$ cat src/design/fv_pkg.sv
// Feature-vector buffer package
`default_nettype none

package fv_pkg;

    // buffer geometry
    localparam int NUM_BANKS      = 4;
    localparam int FV_WIDTH       = 32;
    localparam int WORDS_PER_FV   = 4;
    localparam int NODES_PER_BANK = 16;

    localparam int NODE_W  = 4;
    localparam int WORD_W  = 2;
    localparam int ADDR_W  = NODE_W + WORD_W;
    localparam int FVNUM_W = 5;

    // edge PE side
    localparam int NUM_EDGE_PE = 8;
    localparam int TAG_W       = 3;

    // request edge to first output word
    localparam int READ_LAT = 2;

    // address is {node_id, word}, so node * WORDS_PER_FV + word
    localparam int SRAM_DEPTH = NODES_PER_BANK * WORDS_PER_FV;
    localparam logic [WORD_W-1:0] LAST_WORD = WORD_W'(WORDS_PER_FV - 1);

    // one beat from an edge PE, rd_wr high for a write
    typedef struct packed {
        logic                valid;
        logic [TAG_W-1:0]    pe_tag;
        logic                rd_wr;
        logic [NODE_W-1:0]   node_id;
        logic [FV_WIDTH-1:0] data;
        logic                wr_sos;
        logic                wr_eos;
    } fv_req_t;

    // SRAM port, enables active low
    typedef struct packed {
        logic                cen_n;
        logic                wen_n;
        logic [ADDR_W-1:0]   addr;
        logic [FV_WIDTH-1:0] data;
    } fv_sram_req_t;

    // tagged read word back to an edge PE
    typedef struct packed {
        logic                valid;
        logic                sos;
        logic                eos;
        logic [TAG_W-1:0]    pe_tag;
        logic [FV_WIDTH-1:0] data;
    } fv_rd_resp_t;

    // replay word to a small FV buffer
    typedef struct packed {
        logic                valid;
        logic                sos;
        logic                eos;
        logic [ADDR_W-1:0]   addr;
        logic [FV_WIDTH-1:0] data;
    } fv_stream_t;

endpackage

`default_nettype wire

$ cat src/design/fv_sram.sv
// Single-port feature-vector SRAM
`timescale 1ns/10ps
`default_nettype none

module fv_sram (
    input  logic                          clk,
    input  fv_pkg::fv_sram_req_t          req,
    output logic [fv_pkg::FV_WIDTH-1:0]   q
);

    logic [fv_pkg::FV_WIDTH-1:0] mem [fv_pkg::SRAM_DEPTH];

    // one access per cycle, read data registered
    always_ff @(posedge clk) begin
        if (!req.cen_n) begin
            if (!req.wen_n) begin
                mem[req.addr] <= req.data;
            end else begin
                q <= mem[req.addr];
            end
        end
    end

    // selected bank must see a clean address
    a_addr_known: assert property (
        @(posedge clk) !req.cen_n |-> !$isunknown(req.addr)
    ) else $error("fv_sram: unknown address with chip enable low");

endmodule

`default_nettype wire

$ cat config.mk
export PLATFORM = sky130hd
export DESIGN_NAME = fv_sram
export DESIGN_NICKNAME = d
export VERILOG_FILES = /design/src/design/fv_pkg.sv /design/src/design/fv_sram.sv
export SDC_FILE = /design/constraint.sdc
export NUM_CORES = 2
export LEC_CHECK = 0
export ABC_AREA = 1
export BUFFER_PORTS_ARGS = -buffer_cell sky130_fd_sc_hd__buf_4
export CORE_AREA = 4 4 394 396
export DETAILED_ROUTE_END_ITERATION = 8
export DIE_AREA = 0 0 398 400
export HOLD_SLACK_MARGIN = 0.06
export PLACE_DENSITY = 0.74
export SETUP_SLACK_MARGIN = 0.05
export SYNTH_ARGS = -nofsm -noshare
export SYNTH_HDL_FRONTEND = slang
export SYNTH_SLANG_ARGS = --single-unit
$ cat constraint.sdc
create_clock -name clk -period 7.71 [get_ports clk]
set_clock_uncertainty 0.2 [all_clocks]
set_input_delay 0.3855 -clock clk [delete_from_list [all_inputs] [get_ports clk]]
set_output_delay 0.3855 -clock clk [all_outputs]
set_load 0.02 [all_outputs]
==> key figures <==
Setup path
  – Kind of critical path: in2reg
  – CP Max Fanout: 76
  – CP Launch Type: input port
  – Critical path arrival: 4.03 ns
  – CP peak stage delay: around 1.1 ns
  – CP bufs+invs: 2
  – Critical Path, Cell by Cell: buf_8 -> inv_8 -> nor2_1 -> nand3_2 -> nor2_4
  – Worst Setup End Kind: flop
  – CP max stage cell: nor2_4
  – CP top delay family: simple AND/OR/NAND/NOR gates
  – CP required: 7.96 ns

Logic synthesis
  – Post-synthesis sequential area ratio: 71.4%
  – Mean Syn Cell Area: 10.4 um^2
  – Syn_nets: 8483
  – Synthesized flop and latch total: 2080
  – Distinct cell type count after synthesis: 21
  – Warnings from Yosys: 0
  – Synthesized cell area: 87500 um^2
  – Gate Count Post-Synth: 8442

Clock tree
  – CTS tree: yes
  – CTS max path bufs: 3
  – Post_cts resized: 0
  – H-tree Lvls: 4
  – CTS sink cnt: 2080
  – Clock-pin slew on the worst setup and hold paths: 0.06 ns
  – Clock latency on the worst-skew pair: 0.87 ns
  – Postcts setup bufs: 0
  – Hold buffer count at cts: 33
  – CTS Buf Count: 202
  – Root Driver: clkbuf_16

Power
  – Pwr Density: 246 nW/um^2
  – Total power: around 24 mW
  – Leak Pwr: roughly 40 nW
  – Worst VDD drop: 251 uV

STA
  – Worst Max-Slew Pin Slew: 1.30 ns
  – Fin Hold WS: about 0.12 ns
  – Max Clk Rate: 264 MHz
  – RSZ-0062 raised after global routing: no
  – Setup TNS: 0 ns
  – Post-layout min period: 3.78 ns
  – Final setup margin: 3.93 ns
  – Slew Limit Fails: 0
  – Final setup violation count: 0
  – Slew margin rel.: 13.4%
  – Final hold vios: 0
  – Final worst-path cycle share: approximately half

Cells and area
  – Commonest cells after routing, fill and taps aside: 5728 x nand2_1, 2080 x edfxtp_1, 203 x clkbuf_16
  – Area grow syn2layout: 9.52%
  – Non-Filler Instances: 10580
  – Layout cell share with drive strength beyond 1: 5.68%
  – Cell area after layout: 95800 um^2
  – Final Util: a little over three fifths
  – Commonest non-fill, non-tap cell in the layout: nand2_1
  – Fillers: 11514
  – # nets final: around 8400

Drt
  – Drc violations: 0
  – Average wire per cell in the routed design: 23.4 um
  – Drt first pass iters: 6
  – WL final: around 250000 um
  – Initial detailed-routing violation count: 8147
  – Detail Route Antenna Nets: 0
  – Via density: 5.64
  – Total number of vias: around 60000

Global route
  – Total global-route track usage: just over 30%
  – Vias in the first global route: 56096
  – Grt total ovfl: 0
  – Initial antenna violation count: 17
  – First-pass GRT wire length: 361000 um
  – Pin count of the biggest net entering global routing: between 200 and 250

Placed design
  – Post-DP Area: a little under 90000 um^2
  – Placed insts: between 10000 and 15000
  – Setup WS pre-CTS: a little over 3 ns
  – RePlAce Congestion: approximately 0.97
  – Post-DP HPWL: 139000 um
  – PortBufs: 72

Die
  – Total die area: 159000 um^2
  – FP Rows: between 100 and 150
  – Core Box Area: 152000 um^2
  – Initial Util: 57.7%
  – I/O Pins: 73
  – Die H: 400 um
  – DIE WIDTH: 398 um

Outcome
  – Status: finished, final reports clean

Hold path
  – Hold Crit Class: in2reg

Job
  – Max_cap viols: 0
registers in the layout, indices dropped and copies added, names as in the netlist:
name,flops
mem,2048
q,32
Yosys cell counts, drive strengths merged:
library cell / instances / share of area (%)
clkbuf: 94 / 0.40
nand2: 5728 / 25
nand4: 2 / 0.014
buf: 327 / 2.5
nor2: 139 / 0.60
o21ai: 7 / 0.040
inv: 31 / 0.14
o211ai: 5 / 0.043
nor3: 8 / 0.14
edfxtp: 2080 / 71
nor4: 2 / 0.014
or2: 6 / 0.043
nand3: 13 / 0.074
worst register-to-register path, cell delays in order, from the launching register on:
cell and delay (ns):
edfxtp_1 0.37, nand2_1 0.07, nand2_1 0.06, nand2_1 0.05, nand2_1 0.13, nand2_1 0.09, nand2_1 0.22, nand2_1 0.18
nand2_1 0.06, nor2_1 0.50, nand2_1 0.12
power breakdown:
part | internal [mW] | switching (mW)
clock network | 5.27 | 4.25
registers | 12.5 | 0.0417
logic | 0.316 | 1.19
path summary, 6_finish.rpt:
| path | start | end | slack (ns) | cells past startpoint |
|---|---|---|---|---|
| max reg2reg | mem[22][26] | q[26] | 5.36 | 10 |
| min | req[38] | q[16] | 0.12 | 4 |
| max | req[34] | mem[29][4] | 3.93 | 5 |
| min reg2reg | mem[47][30] | q[30] | 0.68 | 6 |
kinds of logic (layout without fill, tap and decap cells):
family,Yosys count,after routing,synth area share [%]
simple gates,5898,5898,25.5
other cells,0,8,0
buf+inv,452,552,3.02
flops,2080,2080,71.4
compound gates,12,12,0.0830
metal layers:
layer / vias up / track usage, % / routed length [um]
li1: 27154 / - / -
met1: 28419 / 41.9 / 91500
met2: 3468 / 47.2 / 112000
met3: 583 / 6.59 / 28900
met4: 4 / 16.8 / 14800
met5: - / 0 / 32
layout make-up:
class / instances / area, um^2 / share of cell area, %
sequential: 2080 / 62500 / 65.2
multi-input combinational: 5910 / 22900 / 23.9
clock buffer: 250 / 5260 / 5.49
tap: 2030 / 2540 / 2.65
timing repair buffer: 166 / 1460 / 1.53
clock inverter: 105 / 1020 / 1.07
inverter: 31 / 153 / 0.159
antenna: 8 / 20.0 / 0.0209
No activity file was read; power rests on OpenSTA's default activity.
