`config.mk`:
```
export PLATFORM = sky130hd
export DESIGN_NAME = fv_bank_cntl
export DESIGN_NICKNAME = d
export VERILOG_FILES = /design/src/design/fv_pkg.sv /design/src/design/fv_read_sequencer.sv /design/src/design/fv_bank_cntl.sv
export SDC_FILE = /design/constraint.sdc
export NUM_CORES = 1
export LEC_CHECK = 0
export BUFFER_PORTS_ARGS = -buffer_cell sky130_fd_sc_hd__buf_2
export CAP_MARGIN = 20
export CORE_UTILIZATION = 46
export DETAILED_ROUTE_END_ITERATION = 8
export GPL_TIMING_DRIVEN = 0
export HOLD_SLACK_MARGIN = 0.02
export MAX_ROUTING_LAYER = met4
export PLACE_DENSITY = 0.87
export RECOVER_POWER = 50
export SLEW_MARGIN = 15
export SYNTH_ARGS = -nofsm -noshare
export SYNTH_HDL_FRONTEND = slang
export SYNTH_HIERARCHICAL = 1
export SYNTH_SLANG_ARGS = --single-unit
```
`constraint.sdc`:
```
create_clock -name clk -period 3.15 [get_ports clk]
set_input_delay 0.7875 -clock clk [delete_from_list [all_inputs] [get_ports clk]]
set_output_delay 0.7875 -clock clk [all_outputs]
set_load 0.005 [all_outputs]
```
`src/design/fv_pkg.sv`:
```
// Feature-vector buffer package
`default_nettype none

package fv_pkg;

    // buffer geometry
    localparam int NUM_BANKS      = 4;
    localparam int FV_WIDTH       = 32;
    localparam int WORDS_PER_FV   = 4;
    localparam int NODES_PER_BANK = 16;

    localparam int NODE_W  = 4;
    localparam int WORD_W  = 2;
    localparam int ADDR_W  = NODE_W + WORD_W;
    localparam int FVNUM_W = 5;

    // edge PE side
    localparam int NUM_EDGE_PE = 8;
    localparam int TAG_W       = 3;

    // request edge to first output word
    localparam int READ_LAT = 2;

    // address is {node_id, word}, so node * WORDS_PER_FV + word
    localparam int SRAM_DEPTH = NODES_PER_BANK * WORDS_PER_FV;
    localparam logic [WORD_W-1:0] LAST_WORD = WORD_W'(WORDS_PER_FV - 1);

    // one beat from an edge PE, rd_wr high for a write
    typedef struct packed {
        logic                valid;
        logic [TAG_W-1:0]    pe_tag;
        logic                rd_wr;
        logic [NODE_W-1:0]   node_id;
        logic [FV_WIDTH-1:0] data;
        logic                wr_sos;
        logic                wr_eos;
    } fv_req_t;

    // SRAM port, enables active low
    typedef struct packed {
        logic                cen_n;
        logic                wen_n;
        logic [ADDR_W-1:0]   addr;
        logic [FV_WIDTH-1:0] data;
    } fv_sram_req_t;

    // tagged read word back to an edge PE
    typedef struct packed {
        logic                valid;
        logic                sos;
        logic                eos;
        logic [TAG_W-1:0]    pe_tag;
        logic [FV_WIDTH-1:0] data;
    } fv_rd_resp_t;

    // replay word to a small FV buffer
    typedef struct packed {
        logic                valid;
        logic                sos;
        logic                eos;
        logic [ADDR_W-1:0]   addr;
        logic [FV_WIDTH-1:0] data;
    } fv_stream_t;

endpackage

`default_nettype wire

```
`src/design/fv_read_sequencer.sv`:
```
// Read and replay address sequencer
`timescale 1ns/10ps
`default_nettype none

module fv_read_sequencer (
    input  logic                          clk,
    input  logic                          arst_n,
    input  logic                          start,
    input  logic                          replay,
    input  logic [fv_pkg::NODE_W-1:0]     node_id,
    input  logic [fv_pkg::TAG_W-1:0]      pe_tag,
    input  logic [fv_pkg::FVNUM_W-1:0]    fv_num,
    output logic [fv_pkg::ADDR_W-1:0]     rd_addr,
    output logic                          issue,
    output logic                          busy,
    output fv_pkg::fv_rd_resp_t           mark,
    output logic [fv_pkg::ADDR_W-1:0]     mark_addr,
    output logic                          mark_replay
);

    logic [fv_pkg::NODE_W-1:0] node_cnt;
    logic [fv_pkg::NODE_W-1:0] node_last;
    logic [fv_pkg::WORD_W-1:0] word_cnt;
    logic [fv_pkg::TAG_W-1:0]  tag_q;
    logic                      replay_q;
    logic                      last_word;
    logic                      last_node;
    logic                      empty_replay;
    logic                      mark_vld;
    logic                      mark_sos;
    logic                      mark_eos;
    logic [fv_pkg::TAG_W-1:0]  mark_tag;

    // replay of zero vectors never goes busy
    assign empty_replay = replay && (fv_num == '0);
    assign last_word    = (word_cnt == fv_pkg::LAST_WORD);
    assign last_node    = (node_cnt == node_last);

    assign issue   = busy;
    assign rd_addr = {node_cnt, word_cnt};

    // node and word counters
    always_ff @(posedge clk or negedge arst_n) begin
        if (!arst_n) begin
            busy     <= 1'b0;
            node_cnt <= '0;
            word_cnt <= '0;
        end else if (start && !empty_replay) begin
            busy     <= 1'b1;
            node_cnt <= replay ? '0 : node_id;
            word_cnt <= '0;
        end else if (busy) begin
            word_cnt <= word_cnt + fv_pkg::WORD_W'(1);
            if (last_word) begin
                if (last_node) begin
                    busy <= 1'b0;
                end else begin
                    node_cnt <= node_cnt + fv_pkg::NODE_W'(1);
                end
            end
        end
    end

    // request context held for the whole run
    always_ff @(posedge clk) begin
        if (start) begin
            node_last <= replay ? fv_pkg::NODE_W'(fv_num - fv_pkg::FVNUM_W'(1)) : node_id;
            tag_q     <= pe_tag;
            replay_q  <= replay;
        end
    end

    // markers line up with the registered SRAM word
    always_ff @(posedge clk or negedge arst_n) begin
        if (!arst_n) begin
            mark_vld <= 1'b0;
            mark_sos <= 1'b0;
            mark_eos <= 1'b0;
        end else begin
            mark_vld <= issue;
            mark_sos <= issue && (word_cnt == '0);
            mark_eos <= issue && last_word;
        end
    end

    always_ff @(posedge clk) begin
        mark_tag    <= tag_q;
        mark_addr   <= rd_addr;
        mark_replay <= replay_q;
    end

    always_comb begin
        mark        = '0;
        mark.valid  = mark_vld;
        mark.sos    = mark_sos;
        mark.eos    = mark_eos;
        mark.pe_tag = mark_tag;
    end

    // the controller only launches an idle sequencer
    a_no_start_busy: assert property (
        @(posedge clk) disable iff (!arst_n) start |-> !busy
    ) else $error("fv_read_sequencer: start while busy");

endmodule

`default_nettype wire

```
`src/design/fv_bank_cntl.sv`:
```
// Feature-vector bank controller
`timescale 1ns/10ps
`default_nettype none

module fv_bank_cntl (
    input  logic                          clk,
    input  logic                          arst_n,
    input  fv_pkg::fv_req_t               req,
    input  logic                          stream_begin,
    input  logic [fv_pkg::FVNUM_W-1:0]    fv_num,
    input  logic [fv_pkg::FV_WIDTH-1:0]   sram_q,
    output fv_pkg::fv_sram_req_t          sram_req,
    output fv_pkg::fv_rd_resp_t           rd_resp,
    output fv_pkg::fv_stream_t            stream_out,
    output logic                          available
);

    fv_pkg::fv_req_t           req_q;
    logic                      req_vld;
    logic                      stream_q;
    logic                      wr_beat;
    logic                      rd_launch;
    logic                      wr_open;
    logic [fv_pkg::WORD_W-1:0] wr_idx;
    logic [fv_pkg::WORD_W-1:0] wr_word;

    logic                      seq_start;
    logic                      seq_issue;
    logic                      seq_busy;
    logic [fv_pkg::ADDR_W-1:0] seq_addr;
    fv_pkg::fv_rd_resp_t       mark;
    logic [fv_pkg::ADDR_W-1:0] mark_addr;
    logic                      mark_replay;

    // beats are taken only while the bank is free
    always_ff @(posedge clk or negedge arst_n) begin
        if (!arst_n) begin
            req_vld  <= 1'b0;
            stream_q <= 1'b0;
        end else begin
            req_vld  <= req.valid && available;
            stream_q <= stream_begin && available;
        end
    end

    always_ff @(posedge clk) begin
        req_q <= req;
    end

    assign wr_beat   = req_vld && req_q.rd_wr;
    assign rd_launch = req_vld && !req_q.rd_wr;

    // word index within the open write stream
    assign wr_word = req_q.wr_sos ? '0 : wr_idx;

    always_ff @(posedge clk or negedge arst_n) begin
        if (!arst_n) begin
            wr_idx  <= '0;
            wr_open <= 1'b0;
        end else if (wr_beat) begin
            wr_idx  <= wr_word + fv_pkg::WORD_W'(1);
            wr_open <= !req_q.wr_eos;
        end
    end

    // replay wins if both land together
    assign seq_start = rd_launch || stream_q;
    assign available = !seq_busy && !seq_start;

    fv_read_sequencer i_fv_read_sequencer (
        .clk         (clk),
        .arst_n      (arst_n),
        .start       (seq_start),
        .replay      (stream_q),
        .node_id     (req_q.node_id),
        .pe_tag      (req_q.pe_tag),
        .fv_num      (fv_num),
        .rd_addr     (seq_addr),
        .issue       (seq_issue),
        .busy        (seq_busy),
        .mark        (mark),
        .mark_addr   (mark_addr),
        .mark_replay (mark_replay)
    );

    // SRAM port, sequencer reads first
    always_comb begin
        sram_req.cen_n = 1'b1;
        sram_req.wen_n = 1'b1;
        sram_req.addr  = seq_addr;
        sram_req.data  = req_q.data;
        if (seq_issue) begin
            sram_req.cen_n = 1'b0;
        end else if (wr_beat) begin
            sram_req.cen_n = 1'b0;
            sram_req.wen_n = 1'b0;
            sram_req.addr  = {req_q.node_id, wr_word};
        end
    end

    // steer the SRAM word by the run's mode
    always_comb begin
        rd_resp        = mark;
        rd_resp.valid  = mark.valid && !mark_replay;
        rd_resp.sos    = mark.sos && !mark_replay;
        rd_resp.eos    = mark.eos && !mark_replay;
        rd_resp.data   = sram_q;

        stream_out.valid = mark.valid && mark_replay;
        stream_out.sos   = mark.sos && mark_replay;
        stream_out.eos   = mark.eos && mark_replay;
        stream_out.addr  = mark_addr;
        stream_out.data  = sram_q;
    end

    // end marker needs an earlier start marker
    a_eos_open: assert property (
        @(posedge clk) disable iff (!arst_n)
        (wr_beat && req_q.wr_eos && !req_q.wr_sos) |-> wr_open
    ) else $error("fv_bank_cntl: wr_eos without open write stream");

    // a burst opens on word 0 of a vector
    a_burst_sos: assert property (
        @(posedge clk) disable iff (!arst_n)
        $rose(mark.valid) |-> mark.sos
    ) else $error("fv_bank_cntl: output burst starts without sos");

endmodule

`default_nettype wire

```
==> flow_summary.toml, run 1 <==
[power_and_ir_drop]
p_int_mw = 2.01
p_switching_mw = 0.751
leakage_nw = 2.21
swShare_pct = 27.2
totalPowerFinal_mw = 2.76
peakVddDrop_uv = 449
pwr-share-comb_pct = 27.3
power_frac_clock_pct = 27.4
seq_power_share_pct = 45.4
p_per_area_nw_per_um2 = 659

[die]
die_w_um = 83.5
core.rowCount = 29
die_h_um = 83.5
core-area_um2 = 6390
pin_count = 203
dieArea_um2 = 6960
initial_core_util_pct = 47.8

[timing]
clock_skew_ps = 5.81
min_period_ps = 2670
setup_viol = 0
whs_ps = 340
hold_viol = 0
tns_ps = 0
finalMaxSlewViolations = 0
period_share_pct = 84.7
worstMarginPinSlew_ps = 764
max_clock_freq_ghz = 0.375
rsz0062_at_grt = "no"
final.setup.worst_slack_ps = 483
relSlewSlack_pct = 49.1

[min_path]
min_path_cells = 0
min_to = "i_fv_read_sequencer/mark_tag[2]"
worstHoldPathType = "flip-flop to flip-flop"
hold_path_startpoint = "i_fv_read_sequencer/tag_q[2]"

[cts]
cts_sinks = 73
cts_resized = 0
clk_pin_slew_ps = 70
clk_path_buf_depth = 2
postCtsSetupBuffers = 0
cts_tree = "done"
hold_buffers = 0
cts_made_buffers = 9
cts-htree-levels = 3
insertion_delay_ps = 330
cts_root_buf = "clkbuf_8"

[synth]
synth.avg_cell_area_um2 = 11.8
yosysWarnings = 6
syn_inst = 258
syn-num-nets = 346
synth_area_um2 = 3050

[placement]
gp_congestion = 0.851
hpwl_um = 4560
port_buffers = 169
place_ws_ps = 1000

[worst_setup_path]
worstPathArrival_ps = 2880
r2r_end = "i_fv_read_sequencer/node_cnt[3]"
crit_fanout = 11
crit_path_top_delay_cell = "or2_0"
critPathKind = "flip-flop to flip-flop"
r2r-start = "req_vld"
critPathMaxStageDelay_ps = 610
r2r_slack_ps = 480
crit_chain = "clkbuf_1 > nor2b_1 > or2_0 > inv_1 > a31oi_4 > and4bb_1 > a311o_1"
crit_path_start_kind = "flip-flop"
end_kind = "flip-flop"
reg2reg_depth = 7
crit_buf_inv = 2
cp_top_family = "simple AND/OR/NAND/NOR gates"
critPathRequiredTime_ps = 3370

[route]
wl_um = 5710
ant_nets = 0
avgViaCountPerCell = 4.22
drt_iter0_markers = 63
drc = 0
wire_per_inst_um = 11.0
via_count = 2192
first_pass_iters = 4

[layout]
drive_gt1_share_pct = 64.8
fillers = 511
fin_util_pct = 65.5
nets = 526
area_delta_synth_final_pct = 37.0
num_antenna_cells = 0

[global_routing]
grt_pass1_vias = 2031
grt_pass1_wl_um = 8890
grt_remaining_overflow = 0
grtUsageTotal_pct = 16.8
grt_max_degree = 15
antenna_found_initial = 0

[run]
max_cap_violations = 0

[run_status]
status = "complete, no violations"
[worst max-delay path by stage]
stage	from	endpoint	slack [ps]	cells past startpoint
final	req_vld	i_fv_read_sequencer/node_cnt[3]	480	7
after global routing	req_vld	i_fv_read_sequencer/node_cnt[3]	320	7
after CTS	i_fv_read_sequencer/busy	sram_req[34]	620	4
after detailed placement	i_fv_read_sequencer/busy	sram_req[32]	1000	4
after global placement	i_fv_read_sequencer/busy	sram_req[34]	1020	4
after floorplan	i_fv_read_sequencer/busy	sram_req[32]	1210	3
[metrics by stage]
step,instance area (um^2),std cells
3_3_place_gp,3990,504
3_5_place_dp,3990,504
4_1_cts,4210,520
6_report,4180,520
5_1_grt,4180,520
2_1_floorplan,3050,258
[metal layers]
metal,track usage (%),vias up,wire length (um)
met5,-,-,0
met4,6.78,0,35
met3,6.53,7,470
met2,30.0,101,3080
met1,16.4,979,2120
li1,-,1105,-
[worst reg2reg max path: stages (launching register included)]
cell      delay [ps]
dfrtp_1          320
clkbuf_1         290
nor2b_1          310
or2_0            610
inv_1            170
a31oi_4          320
and4bb_1         260
a311o_1          270
[power by group through the flow]
| stage | Sequential, mW | Clock [mW] | Combinational [mW] |
|---|---|---|---|
| finish | 1.25 | 0.754 | 0.752 |
| global route | 1.28 | 0.816 | 0.825 |
| CTS | 1.25 | 0.783 | 0.779 |
| detailed placement | 1.27 | 0 | 0.775 |
| global placement | 1.26 | 0 | 0.749 |
| floorplan | 1.24 | 0 | 0.507 |
[cells in the final DEF, fill, tap and decap left out, types with 2 or more instances in the layout]
master	n
buf_4	94
buf_2	156
o21ai_0	4
clkbuf_8	10
edfxtp_1	8
nor3_1	3
nor2b_1	6
mux2_4	6
a21oi_1	6
ha_1	5
dfrtp_1	14
and2_1	4
dfxtp_1	51
nand2_1	3
clkbuf_4	6
clkinv_2	2
clkbuf_1	15
inv_1	9
nor2_1	5
nor4b_1	2
xnor2_1	7
[registers in the layout, summed over array words and instances (netlist names)]
register,cells
i_fv_read_sequencer/mark_vld,1
stream_q,1
i_fv_read_sequencer/busy,1
i_fv_read_sequencer/mark_replay,1
i_fv_read_sequencer/mark_addr,6
i_fv_read_sequencer/replay_q,1
i_fv_read_sequencer/tag_q,3
i_fv_read_sequencer/node_last,4
i_fv_read_sequencer/mark_tag,3
wr_idx,2
req_q,9
i_fv_read_sequencer/node_cnt,4
req_vld,1
sram_req,32
i_fv_read_sequencer/mark_eos,1
i_fv_read_sequencer/word_cnt,2
i_fv_read_sequencer/mark_sos,1
[area by class of cell]
| class | instances | area (um^2) | area share (%) |
|---|---|---|---|
| Buffer | 103 | 769 | 18.4 |
| Clock buffer | 12 | 166 | 3.98 |
| Clock inverter | 4 | 48.8 | 1.17 |
| Inverter | 9 | 33.8 | 0.808 |
| Multi-Input combinational cell | 73 | 626 | 15.0 |
| Sequential cell | 73 | 1610 | 38.5 |
| Tap cell | 77 | 96.3 | 2.30 |
| Timing Repair Buffer | 169 | 830 | 19.8 |
No activity file was read; power rests on OpenSTA's default activity.
==> inputs of run 2 (changes only) <==
CORE_UTILIZATION = 43   (was 46)
PLACE_DENSITY = 0.82   (was 0.87)
clock period = 2.5 ns   (was 3.15 ns; I/O delays follow)
==> flow_summary.toml, run 2 (same netlist as run 1, synthesis figures left out) <==
[worst_setup_path]
critPathRequiredTime_ps = 2720
worstPathArrival_ps = 2570
crit_chain = "clkbuf_1 > nor2b_1 > or2_2 > inv_1 > a31oi_4 > and4bb_1 > a311o_1"
r2r_end = "i_fv_read_sequencer/node_cnt[3]"
reg2reg_depth = 7
crit_path_top_delay_cell = "dfrtp_1"
r2r_slack_ps = 140
critPathMaxStageDelay_ps = 330
end_kind = "flip-flop"
crit_path_start_kind = "flip-flop"
critPathKind = "flip-flop to flip-flop"
crit_fanout = 11
r2r-start = "req_vld"

[route]
first_pass_iters = 4
ant_nets = 0
avgViaCountPerCell = 4.08
drc = 0
wl_um = 5750
drt_iter0_markers = 49
wire_per_inst_um = 10.7
via_count = 2200

[timing]
worstMarginPinSlew_ps = 776
hold_viol = 0
setup_viol = 0
max_clock_freq_ghz = 0.424
relSlewSlack_pct = 48.3
min_period_ps = 2360
rsz0062_at_grt = "no"
period_share_pct = 94.3
clock_skew_ps = 3.96
tns_ps = 0
finalMaxSlewViolations = 0

[global_routing]
grt_max_degree = 15
antenna_found_initial = 0
grt_pass1_vias = 1963
grtUsageTotal_pct = 15.6
grt_pass1_wl_um = 8620
grt_remaining_overflow = 0

[power_and_ir_drop]
totalPowerFinal_mw = 3.49
p_int_mw = 2.50
power_frac_clock_pct = 27.3
peakVddDrop_uv = 758
seq_power_share_pct = 45.4
swShare_pct = 28.3
p_switching_mw = 0.990
p_per_area_nw_per_um2 = 830
pwr-share-comb_pct = 27.3
leakage_nw = 2.22

[layout]
num_antenna_cells = 0
final_cell_mix = "161 x buf_2, 89 x buf_4, 51 x dfxtp_1, 14 x dfrtp_1, 11 x clkbuf_4"
largest_reg_flops = 32
nets = 526
register_area_um2 = 1610
multiInputGateArea_um2 = 626
drive_gt1_share_pct = 66.1
area_delta_synth_final_pct = 37.9
mostFrequentLayoutCell = "buf_2"
fillers = 568

[cts]
clk_pin_slew_ps = 80
cts_made_buffers = 9
cts_root_buf = "clkbuf_8"
postCtsSetupBuffers = 0
cts_sinks = 73
clk_path_buf_depth = 2
cts_tree = "done"
insertion_delay_ps = 340
hold_buffers = 0
cts-htree-levels = 3
cts_resized = 0

[die]
pin_count = 203
core.rowCount = 30
initial_core_util_pct = 44.7
core-area_um2 = 6830
die_h_um = 86.2
dieArea_um2 = 7440
die_w_um = 86.2

[run]
max_cap_violations = 0

[placement]
gp_congestion = 0.848
port_buffers = 169
hpwl_um = 4540

[min_path]
worstHoldPathType = "input pin to asynchronous set/reset pin"

[run_status]
status = "complete, no violations"
[run 2: changes by cell type in the layout (fill, tap and decap cells not counted), sizes merged]
cell,before,now
clkbuf,32,30
clkinv,3,2
clkinvlp,0,2
inv,9,10
[run 2: cell type report]
cell class | instances | area share [%]
inverter | 9 | 0.803
multi-input combinational | 73 | 14.9
clock inverter | 6 | 1.49
buffer | 103 | 18.3
sequential | 73 | 38.3
tap | 96 | 2.85
clock buffer | 10 | 3.54
timing repair buffer | 169 | 19.9
[run 2: power groups by stage]
stage / sequential [mW] / combinational (mW) / clock, mW
6_report: 1.58 / 0.954 / 0.953
5_1_grt: 1.61 / 1.05 / 1.05
4_1_cts: 1.58 / 0.985 / 0.984
3_5_place_dp: 1.61 / 0.979 / 0
3_3_place_gp: 1.59 / 0.948 / 0
2_1_floorplan: 1.56 / 0.639 / 0
[run 2: how the worst max path moves through the flow]
stage,from,end,slack [ps]
final,req_vld,i_fv_read_sequencer/node_cnt[3],140
after detailed placement,req_vld,i_fv_read_sequencer/node_cnt[3],520
after global placement,i_fv_read_sequencer/busy,sram_req[34],530
after global routing,req_vld,i_fv_read_sequencer/node_cnt[3],50
after floorplan,i_fv_read_sequencer/busy,sram_req[32],730
after CTS,i_fv_read_sequencer/busy,sram_req[34],140
[run 2: per-stage QoR]
step	cell area, um^2	instances	utilization (%)	hold WS, ps	worst slack (ps)
after global placement	4020	523	58.8	328	529
after global routing	4210	539	61.6	349	50.8
final	4210	539	61.6	335	142
after floorplan	3050	258	-	323	727
after detailed placement	4020	523	58.8	327	520
after CTS	4230	539	61.9	161	141
[run 2: critical path: cells and delay by family (launching register included)]
| family | cells | cell delay [ps] |
|---|---|---|
| simple gates | 3 | 920 |
| flops | 1 | 330 |
| compound gates | 2 | 580 |
| buf+inv | 2 | 420 |
[run 2: layer usage]
layer	wire length [um]	global-route usage, %	up-vias
li1	-	-	1105
met1	2120	15.8	983
met2	3090	27.3	105
met3	465	5.43	7
met4	72	6.67	0
met5	0	-	-
